--- config.mk ---
export PLATFORM = sky130hd
export DESIGN_NAME = md_unit
export DESIGN_NICKNAME = d
export VERILOG_FILES = /design/src/logic/md_types_pkg.sv /design/src/logic/md_regs_pkg.sv /design/src/logic/md_engine_if.sv /design/src/logic/seq_divider.sv /design/src/logic/seq_multiplier.sv /design/src/logic/md_apb_regs.sv /design/src/logic/md_unit.sv
export VERILOG_INCLUDE_DIRS = /design/src /design/src/logic
export SDC_FILE = /design/constraint.sdc
export NUM_CORES = 1
export LEC_CHECK = 0
export BUFFER_PORTS_ARGS = -buffer_cell sky130_fd_sc_hd__buf_2
export CAP_MARGIN = 20
export CORE_ASPECT_RATIO = 1.1
export CORE_UTILIZATION = 25
export CTS_CLUSTER_DIAMETER = 40
export DETAILED_ROUTE_END_ITERATION = 6
export GPL_TIMING_DRIVEN = 0
export HOLD_SLACK_MARGIN = 0.02
export SYNTH_ARGS = -nofsm -noshare
export SYNTH_HDL_FRONTEND = slang
export SYNTH_SLANG_ARGS = --single-unit
--- constraint.sdc ---
create_clock -name clk -period 6.3 [get_ports clk]
set_clock_uncertainty 0.2 [all_clocks]
set_input_delay 1.26 -clock clk [delete_from_list [all_inputs] [get_ports clk]]
set_output_delay 1.26 -clock clk [all_outputs]
set_load 0.01 [all_outputs]
--- src/logic/md_consts.svh ---
`ifndef MD_CONSTS_SVH
`define MD_CONSTS_SVH

`define MD_WORD_BITS 32
`define MD_STEPS 32

`define MD_ADDR_OPA 8'h00
`define MD_ADDR_OPB 8'h04
`define MD_ADDR_CTRL 8'h08
`define MD_ADDR_STATUS 8'h0C
`define MD_ADDR_LO 8'h10
`define MD_ADDR_HI 8'h14

`endif

--- src/logic/md_types_pkg.sv ---
`default_nettype none

`include "md_consts.svh"

package md_types_pkg;

   typedef logic [`MD_WORD_BITS-1:0] word_t;
   typedef logic [2*`MD_WORD_BITS-1:0] dword_t; // shifted copies, product
   typedef logic [$clog2(`MD_STEPS+1)-1:0] step_t; // remaining steps

   // bit 1 picks the divider, bit 0 means signed
   typedef enum logic [1:0] {
      op_multu = 2'd0,
      op_mult = 2'd1,
      op_divu = 2'd2,
      op_div = 2'd3
   } md_op_t;

   typedef enum logic [1:0] {
      st_idle,
      st_run,
      st_done
   } engine_state_t;

endpackage

`default_nettype wire

--- src/logic/md_regs_pkg.sv ---
`default_nettype none

package md_regs_pkg;

   typedef logic [7:0] apb_addr_t;

   // register block side of the engine handshake
   typedef enum logic {
      hs_idle,
      hs_wait
   } host_state_t;

endpackage

`default_nettype wire

--- src/logic/md_engine_if.sv ---
`timescale 1ns/1ps
`default_nettype none

interface md_engine_if import md_types_pkg::*; ();

   logic start; // one-cycle launch pulse
   logic sign;
   word_t op_a;
   word_t op_b;
   logic busy;
   logic done; // results valid this cycle only
   word_t res_lo;
   word_t res_hi;

   modport host (
      output start, sign, op_a, op_b,
      input busy, done, res_lo, res_hi
   );

   modport engine (
      input start, sign, op_a, op_b,
      output busy, done, res_lo, res_hi
   );

endinterface

`default_nettype wire

--- src/logic/seq_divider.sv ---
`timescale 1ns/1ps
`default_nettype none

`include "md_consts.svh"

module seq_divider import md_types_pkg::*; (
   input logic clk,
   input logic resetn,
   md_engine_if.engine eng
);

   localparam int msb = 2*`MD_WORD_BITS - 1;

   engine_state_t state;
   step_t steps_left;
   dword_t rem_q; // dividend copy, ends as remainder
   dword_t dsr_q; // divisor copy, halved each step
   word_t quo_q;
   logic neg_quo;
   logic neg_rem;
   dword_t diff;
   word_t a_mag;
   word_t b_mag;
   word_t rem_w;

   assign a_mag = (eng.sign && eng.op_a[`MD_WORD_BITS-1]) ? -eng.op_a : eng.op_a;
   assign b_mag = (eng.sign && eng.op_b[`MD_WORD_BITS-1]) ? -eng.op_b : eng.op_b;
   assign diff = rem_q - dsr_q;

   always_ff @(posedge clk) begin
      if (!resetn) begin
         state <= st_idle;
         steps_left <= '0;
      end else begin
         case (state)
            st_idle: begin
               if (eng.start) begin
                  state <= st_run;
                  steps_left <= step_t'(`MD_STEPS);
               end
            end
            st_run: begin
               steps_left <= steps_left - 1'b1;
               if (steps_left == step_t'(1)) begin
                  state <= st_done;
               end
            end
            st_done: state <= st_idle;
            default: state <= st_idle;
         endcase
      end
   end

   always_ff @(posedge clk) begin
      if (state == st_idle && eng.start) begin
         rem_q <= {{`MD_WORD_BITS{1'b0}}, a_mag};
         dsr_q <= {1'b0, b_mag, {(`MD_WORD_BITS-1){1'b0}}}; // divisor at 62:31
         quo_q <= '0;
         // quotient sign from both operands, remainder follows the dividend
         neg_quo <= eng.sign && (eng.op_a[`MD_WORD_BITS-1] ^ eng.op_b[`MD_WORD_BITS-1]);
         neg_rem <= eng.sign && eng.op_a[`MD_WORD_BITS-1];
      end else if (state == st_run) begin
         if (!diff[msb]) begin
            rem_q <= diff; // restore by not taking it
         end
         quo_q <= {quo_q[`MD_WORD_BITS-2:0], ~diff[msb]};
         dsr_q <= dsr_q >> 1;
      end
   end

   assign rem_w = rem_q[`MD_WORD_BITS-1:0];

   assign eng.busy = (state != st_idle);
   assign eng.done = (state == st_done);
   assign eng.res_lo = neg_quo ? -quo_q : quo_q;
   assign eng.res_hi = neg_rem ? -rem_w : rem_w;

endmodule

`default_nettype wire

--- src/logic/seq_multiplier.sv ---
`timescale 1ns/1ps
`default_nettype none

`include "md_consts.svh"

module seq_multiplier import md_types_pkg::*; (
   input logic clk,
   input logic resetn,
   md_engine_if.engine eng
);

   engine_state_t state;
   step_t steps_left;
   dword_t prod_q;
   dword_t mcand_q; // shifted left each step
   word_t mplier_q; // shifted right each step
   logic neg_q;
   word_t a_mag;
   word_t b_mag;
   dword_t prod_fix;

   assign a_mag = (eng.sign && eng.op_a[`MD_WORD_BITS-1]) ? -eng.op_a : eng.op_a;
   assign b_mag = (eng.sign && eng.op_b[`MD_WORD_BITS-1]) ? -eng.op_b : eng.op_b;

   always_ff @(posedge clk) begin
      if (!resetn) begin
         state <= st_idle;
         steps_left <= '0;
      end else begin
         case (state)
            st_idle: begin
               if (eng.start) begin
                  state <= st_run;
                  steps_left <= step_t'(`MD_STEPS);
               end
            end
            st_run: begin
               steps_left <= steps_left - 1'b1;
               if (steps_left == step_t'(1)) begin
                  state <= st_done;
               end
            end
            st_done: state <= st_idle;
            default: state <= st_idle;
         endcase
      end
   end

   always_ff @(posedge clk) begin
      if (state == st_idle && eng.start) begin
         prod_q <= '0;
         mcand_q <= {{`MD_WORD_BITS{1'b0}}, a_mag};
         mplier_q <= b_mag;
         neg_q <= eng.sign && (eng.op_a[`MD_WORD_BITS-1] ^ eng.op_b[`MD_WORD_BITS-1]);
      end else if (state == st_run) begin
         if (mplier_q[0]) begin
            prod_q <= prod_q + mcand_q;
         end
         mcand_q <= mcand_q << 1;
         mplier_q <= mplier_q >> 1;
      end
   end

   assign prod_fix = neg_q ? -prod_q : prod_q; // sign fixed on the full 64 bits

   assign eng.busy = (state != st_idle);
   assign eng.done = (state == st_done);
   assign eng.res_lo = prod_fix[`MD_WORD_BITS-1:0];
   assign eng.res_hi = prod_fix[2*`MD_WORD_BITS-1:`MD_WORD_BITS];

endmodule

`default_nettype wire

--- src/logic/md_apb_regs.sv ---
`timescale 1ns/1ps
`default_nettype none

`include "md_consts.svh"

module md_apb_regs import md_types_pkg::*; import md_regs_pkg::*; (
   input logic clk,
   input logic resetn,
   input logic psel,
   input logic penable,
   input logic pwrite,
   input apb_addr_t paddr,
   input word_t pwdata,
   output word_t prdata,
   output logic pready,
   output logic pslverr,
   md_engine_if.host div_bus,
   md_engine_if.host mul_bus
);

   host_state_t state;
   md_op_t op_q;
   word_t opa_q;
   word_t opb_q;
   word_t lo_q;
   word_t hi_q;
   logic divzero_q;
   logic start_q;
   logic access;
   logic wr;
   logic busy;
   logic addr_ok;
   logic ctrl_wr;
   logic launch;
   logic done_any;

   assign access = psel && penable; // access phase
   assign wr = access && pwrite;
   assign busy = (state == hs_wait);
   assign ctrl_wr = wr && (paddr == `MD_ADDR_CTRL);
   assign launch = ctrl_wr && !busy;
   assign done_any = div_bus.done || mul_bus.done;

   assign pready = 1'b1;
   assign pslverr = access && (!addr_ok || (ctrl_wr && busy));

   always_comb begin
      addr_ok = 1'b1;
      prdata = '0;
      case (paddr)
         `MD_ADDR_OPA: prdata = opa_q;
         `MD_ADDR_OPB: prdata = opb_q;
         `MD_ADDR_CTRL: prdata = '0; // write only
         `MD_ADDR_STATUS: prdata = word_t'({divzero_q, busy});
         `MD_ADDR_LO: prdata = lo_q;
         `MD_ADDR_HI: prdata = hi_q;
         default: addr_ok = 1'b0;
      endcase
   end

   always_ff @(posedge clk) begin
      if (!resetn) begin
         state <= hs_idle;
         op_q <= op_multu;
         start_q <= 1'b0;
         opa_q <= '0;
         opb_q <= '0;
         lo_q <= '0;
         hi_q <= '0;
         divzero_q <= 1'b0;
      end else begin
         start_q <= launch;
         if (wr && paddr == `MD_ADDR_OPA) begin
            opa_q <= pwdata;
         end
         if (wr && paddr == `MD_ADDR_OPB) begin
            opb_q <= pwdata;
         end
         if (launch) begin
            op_q <= md_op_t'(pwdata[1:0]);
            state <= hs_wait;
            if (pwdata[1]) begin
               divzero_q <= (opb_q == '0); // only divisions update it
            end
         end else if (busy && done_any) begin
            lo_q <= div_bus.done ? div_bus.res_lo : mul_bus.res_lo;
            hi_q <= div_bus.done ? div_bus.res_hi : mul_bus.res_hi;
            state <= hs_idle;
         end
      end
   end

   // both engines see the operands, only one gets the pulse
   assign div_bus.start = start_q && op_q[1];
   assign div_bus.sign = op_q[0];
   assign div_bus.op_a = opa_q;
   assign div_bus.op_b = opb_q;

   assign mul_bus.start = start_q && !op_q[1];
   assign mul_bus.sign = op_q[0];
   assign mul_bus.op_a = opa_q;
   assign mul_bus.op_b = opb_q;

endmodule

`default_nettype wire

--- src/logic/md_unit.sv ---
`timescale 1ns/1ps
`default_nettype none

module md_unit import md_types_pkg::*; import md_regs_pkg::*; (
   input logic clk,
   input logic resetn,
   input logic psel,
   input logic penable,
   input logic pwrite,
   input apb_addr_t paddr,
   input word_t pwdata,
   output word_t prdata,
   output logic pready,
   output logic pslverr
);

   md_engine_if div_bus ();
   md_engine_if mul_bus ();

   md_apb_regs regs_i (
      .clk (clk),
      .resetn (resetn),
      .psel (psel),
      .penable (penable),
      .pwrite (pwrite),
      .paddr (paddr),
      .pwdata (pwdata),
      .prdata (prdata),
      .pready (pready),
      .pslverr (pslverr),
      .div_bus (div_bus.host),
      .mul_bus (mul_bus.host)
   );

   seq_divider div_i (
      .clk (clk),
      .resetn (resetn),
      .eng (div_bus.engine)
   );

   seq_multiplier mul_i (
      .clk (clk),
      .resetn (resetn),
      .eng (mul_bus.engine)
   );

endmodule

`default_nettype wire

==> impl_metrics.tcl, run 1 <==
set metrics [dict create \
    status "finished clean" \
    yosysSeqAreaShare_pct 36.34 \
    yosys-top-cells-area "dfxtp_1, edfxtp_1, nand2_1" \
    clkTransAtPathRegs_ps 60 \
    async_reset_ff_share_pct 0 \
    initial_core_util_pct 25.31 \
    synthCells 3724 \
    drc_errors 0 \
    crit_type "flip-flop to flip-flop" \
    clk_latency_ps 650 \
    io_buffers 76 \
    cts_max_path_buffers 3 \
    hpwl_mm 85.62 \
    ant_nets 0 \
    pwr_density_cell_nw_per_um2 226.4 \
    layout_worst_path_cycle_share_pct 94.99 \
    cts_hold_buffers 0 \
    ys_ff_latch 470 \
    num-fill-cells 12480 \
    tns_ps 0 \
    fp.dieW_um 329.5 \
    drive_gt1_share_pct 6.486 \
    grt_pass1_wl_mm 162.1 \
    avgRoutedWirePerCell_um 19.82 \
    synth_nets 3906 \
    grt_pass1_vias 26400 \
    final_max_slew_viol_count 0 \
    yosysMostFrequentCell "nand2_1" \
    hp-class "flip-flop to flip-flop" \
    worstPathMaxFanout 21 \
    row_count 131 \
    fmax_mhz 167.1 \
    syn_area_sq_um 29500 \
    vias 28550 \
    syn_to_final_growth_pct 17.12 \
    finalPower_w 0.007824 \
    synth_top_area_share_pct 23.00 \
    avgSynthCellArea_sq_um 7.922 \
    clkSinkCount 470 \
    yosysTopAreaCell "dfxtp_1" \
    numCtsBuffers 79 \
    endpoint_kind "flip-flop" \
    root_buffer "clkbuf_16" \
    postCtsSetupBuffers 0 \
    max_slew.worst_pin.slew_ps 1175 \
    grt_max_degree 66 \
    start_kind "flip-flop" \
    ir_worst_vdd_v 0.0001860 \
    htree_num_levels 3 \
    synth_ff_type "dfxtp_1" \
    rsz0062_at_grt "false" \
    fin_crit_ps 5985 \
    cts-resized-gates 0 \
    critPathArrivalTime_ps 6160 \
    overflow 0 \
    relSlewSlack_pct 21.68 \
    hold_viol 0 \
    routabilityCongestion 0.9874 \
    yosys.cell_types.count 79 \
    tritoncts "yes" \
    antenna_found_initial 4 \
    num_io_pins 79 \
    synth_warnings 0 \
    nNetsFinal 4064 \
    die-area_sq_um 119400 \
    synth_common_cells "nand2_1, a21oi_1, dfxtp_1, o21ai_0, clkbuf_1" \
    routed_wl_mm 108.6 \
    synth_edf_count 131 \
    cap_viol_max_count 0 \
    p_leak_nw 12.79 \
    die_h_um 362.3 \
    drtIter0Drc 2602 \
    track_usage_pct 17.68 \
    setup_viol 0 \
    core_area_sq_um 116500 \
    worstPathRequired_ps 6480 \
    viasPerCell 5.212 \
    first_pass_iters 6 \
]
[flip-flops by register name (all words and copies together) (netlist names), 63 cells and up]
name           cells
mul_i.mcand_q     64
div_i.rem_q       63
mul_i.prod_q      64
div_i.dsr_q       63
[power by group]
part	leakage (nW)	internal, W	total, W	switching [W]
registers	3.80	0.00309	0.00310	0.00000467
logic	7.67	0.000102	0.000323	0.000221
clock network	1.32	0.00273	0.00440	0.00167
[layer usage]
layer  share of wire, %  track usage, %
met1                 42           22.77
met2                 46           28.76
met3                7.5           3.228
met4                4.6           7.489
met5              0.012               0
[cell type report]
type | count | area, sq um | area share [%]
diodes | 2 | 5.005 | 0.01448
plain buffers | 243 | 917.1 | 2.654
clock buffers | 97 | 2201 | 6.370
clock inverters | 49 | 514.2 | 1.488
inverters | 117 | 439.2 | 1.271
multi-input cells | 2894 | 17430 | 50.46
flip-flops and latches | 470 | 10720 | 31.03
well taps | 1529 | 1913 | 5.537
repair buffers | 77 | 407.9 | 1.181
[through the flow]
step                      hold slack (ps)  utilization, %  instance area [sq um]  instances  worst slack [ps]
final                               238.2           29.65                  34550       5478             315.4
after floorplan                     215.3               -                  29500       3724              2094
after global routing                256.5           29.64                  34550       5476             88.19
after CTS                           235.8           29.64                  34550       5476             346.5
after detailed placement            228.5           27.31                  31830       5330             404.6
after global placement              228.2           27.28                  31790       5329            -40.21
[kinds of logic (layout without fill, tap and decap cells)]
logic type	count (synthesis)	count (layout)	synth area share, %
buf+inv	360	583	4.597
xor+xnor	288	288	8.550
mux	73	73	2.485
other cells	1	3	0.01271
flops	470	470	36.34
compound gates	1167	1167	23.48
fa+ha+maj	137	137	5.861
simple gates	1228	1228	18.67
[worst paths after layout]
| check | from | end | slack, ps | depth (start not counted) |
|---|---|---|---|---|
| hold reg to reg | regs_i.hi_q[2] | regs_i.hi_q[2] | 240 | 2 |
| setup / recovery | div_i.rem_q[3] | div_i.rem_q[28] | 320 | 12 |
| setup reg to reg | div_i.rem_q[3] | div_i.rem_q[28] | 320 | 12 |
| hold / removal | regs_i.hi_q[2] | regs_i.hi_q[2] | 240 | 2 |
[placed cells by master (no fill, tap or decap), types with 24 or more instances in the layout]
cell	synthesis	final
a21o_1	78	78
a21oi_1	435	435
a31oi_1	25	25
buf_1	29	29
buf_2	1	77
clkbuf_1	212	220
clkbuf_16	0	84
dfxtp_1	339	339
edfxtp_1	131	131
ha_1	135	135
inv_1	116	116
mux2i_1	71	71
nand2_1	700	698
nand2b_1	30	30
nand3_1	79	79
nand4_1	51	51
nor2_1	164	164
nor3_1	39	39
o211ai_1	25	25
o21ai_0	310	310
o21bai_1	24	24
o22ai_1	64	64
o31ai_1	58	58
o41ai_1	25	25
or3_1	24	24
xnor2_1	154	154
xor2_1	134	134
[critical path: stages (launching register included)]
cell and delay, ps:
edfxtp_1 520, ha_1 400, a21o_1 180, a21oi_1 230, a2111oi_0 240, o41ai_1 970, o31a_1 370, nor2_1 80
a21oi_1 380, clkbuf_1 440, clkbuf_1 620, nand2_1 660, buf_16 390
Note: power is estimated with default switching activity, not from simulation.
==> run 2, diff against run 1 <==
SYNTH_HIERARCHICAL = 1   (was not set)
==> impl_metrics.tcl, run 2 <==
set metrics [dict create \
    status "finished clean" \
    setup_viol 0 \
    num-fill-cells 13560 \
    synth_warnings 6 \
    fin_crit_ps 5096 \
    layout_common_cells "nand2_1, a21oi_1, dfxtp_1" \
    synthCells 3900 \
    antenna_found_initial 3 \
    cts_hold_buffers 0 \
    clk_latency_ps 650 \
    avgRoutedWirePerCell_um 20.39 \
    synth_nets 4084 \
    place_inst 5645 \
    io_buffers 75 \
    fin_cells 5795 \
    htree_num_levels 3 \
    track_usage_pct 17.79 \
    fp.dieW_um 343.6 \
    final_max_slew_viol_count 0 \
    initial_core_util_pct 25.26 \
    hpwl_mm 91.41 \
    fmax_mhz 196.2 \
    syn_area_sq_um 32090 \
    tns_ps 0 \
    clkTransAtPathRegs_ps 50 \
    clkSinkCount 470 \
    mostFrequentLayoutCell "nand2_1" \
    crit_type "flip-flop to flip-flop" \
    die-area_sq_um 129800 \
    grt_pass1_wl_mm 175.8 \
    routed_wl_mm 118.1 \
    num_io_pins 79 \
    hp-class "flip-flop to flip-flop" \
    routabilityCongestion 0.9673 \
    grt_pass1_vias 28330 \
    drc_errors 0 \
    nNetsFinal 4241 \
    grt_max_degree 65 \
    critPathArrivalTime_ps 5280 \
    pwr_density_cell_nw_per_um2 210.0 \
    endpoint_kind "flip-flop" \
    viasPerCell 5.169 \
    top_regs "mul_i/mcand_q x64, mul_i/prod_q x64" \
    numCtsBuffers 78 \
    drive_gt1_share_pct 10.33 \
    postCtsSetupBuffers 0 \
    max_slew.worst_pin.slew_ps 1078 \
    drtIter0Drc 2994 \
    cts_max_path_buffers 3 \
    worstPathMaxFanout 22 \
    fin_hold_ws_ps 260.5 \
    syn_to_final_growth_pct 16.19 \
    start_kind "flip-flop" \
    layout_worst_path_cycle_share_pct 80.88 \
    hold_viol 0 \
    row_count 137 \
    ir_worst_vdd_v 0.0001986 \
    first_pass_iters 6 \
    overflow 0 \
    rsz0062_at_grt "false" \
    multi_input_area_sq_um 19400 \
    ant_nets 0 \
    seqCellArea_sq_um 10720 \
    p_leak_nw 14.74 \
    cap_viol_max_count 0 \
    tritoncts "yes" \
    vias 29950 \
    relSlewSlack_pct 28.15 \
    worstPathRequired_ps 6490 \
    cts-resized-gates 0 \
    avgSynthCellArea_sq_um 8.228 \
    root_buffer "clkbuf_16" \
    core_area_sq_um 127000 \
    die_h_um 377.8 \
]
==> run 2: cell type report <==
cell class	count	area share (%)
plain buffers	300	4.047
repair buffers	77	1.154
diodes	5	0.03356
inverters	124	1.248
clock inverters	58	1.570
flip-flops and latches	470	28.75
well taps	1668	5.597
clock buffers	87	5.560
multi-input cells	3006	52.04
==> run 2: per-stage QoR <==
stage | utilization [%] | total power, W | setup slack (ps) | area, sq um
after floorplan | - | 0.003388 | 2359 | 32090
after global placement | 27.20 | 0.003516 | 799.4 | 34550
after detailed placement | 27.25 | 0.003517 | 1257 | 34610
after CTS | 29.34 | 0.007887 | 1247 | 37270
after global routing | 29.34 | 0.008043 | 1003 | 37270
final | 29.35 | 0.007830 | 1204 | 37290
==> run 2: path summary, 6_finish.rpt <==
check / start / end / slack (ps) / cells after the start
max: div_i/rem_q[9] / div_i/rem_q[1] / 1200 / 13
min reg2reg: div_i/rem_q[49] / div_i/rem_q[49] / 260 / 2
min: div_i/rem_q[49] / div_i/rem_q[49] / 260 / 2
max reg2reg: div_i/rem_q[9] / div_i/rem_q[1] / 1200 / 13
==> run 2: per-layer routing <==
| layer | part of all wire, % | vias up | track usage, % |
|---|---|---|---|
| li1 | - | 14250 | - |
| met1 | 43 | 14310 | 22.83 |
| met2 | 45 | 1152 | 28.18 |
| met3 | 8.2 | 235 | 4.031 |
| met4 | 4.3 | 0 | 8.067 |
| met5 | 0 | - | 0 |
==> run 2: power breakdown <==
part | internal (W) | total, W | switching (W)
Combinational | 0.000133 | 0.000370 | 0.000237
Clock | 0.00261 | 0.00436 | 0.00175
Sequential | 0.00309 | 0.00310 | 0.00000478
==> run 2: worst max-delay path, stage by stage, from the launching register on <==
cell      delay, ps
edfxtp_1        500
ha_1            430
and4_1          280
a21boi_1        140
a41o_1          280
nor4_1          280
o41a_1          340
o21ai_2         210
a31oi_1         210
and2_1          140
clkbuf_1        270
clkbuf_1        620
nand2_1         580
buf_16          340
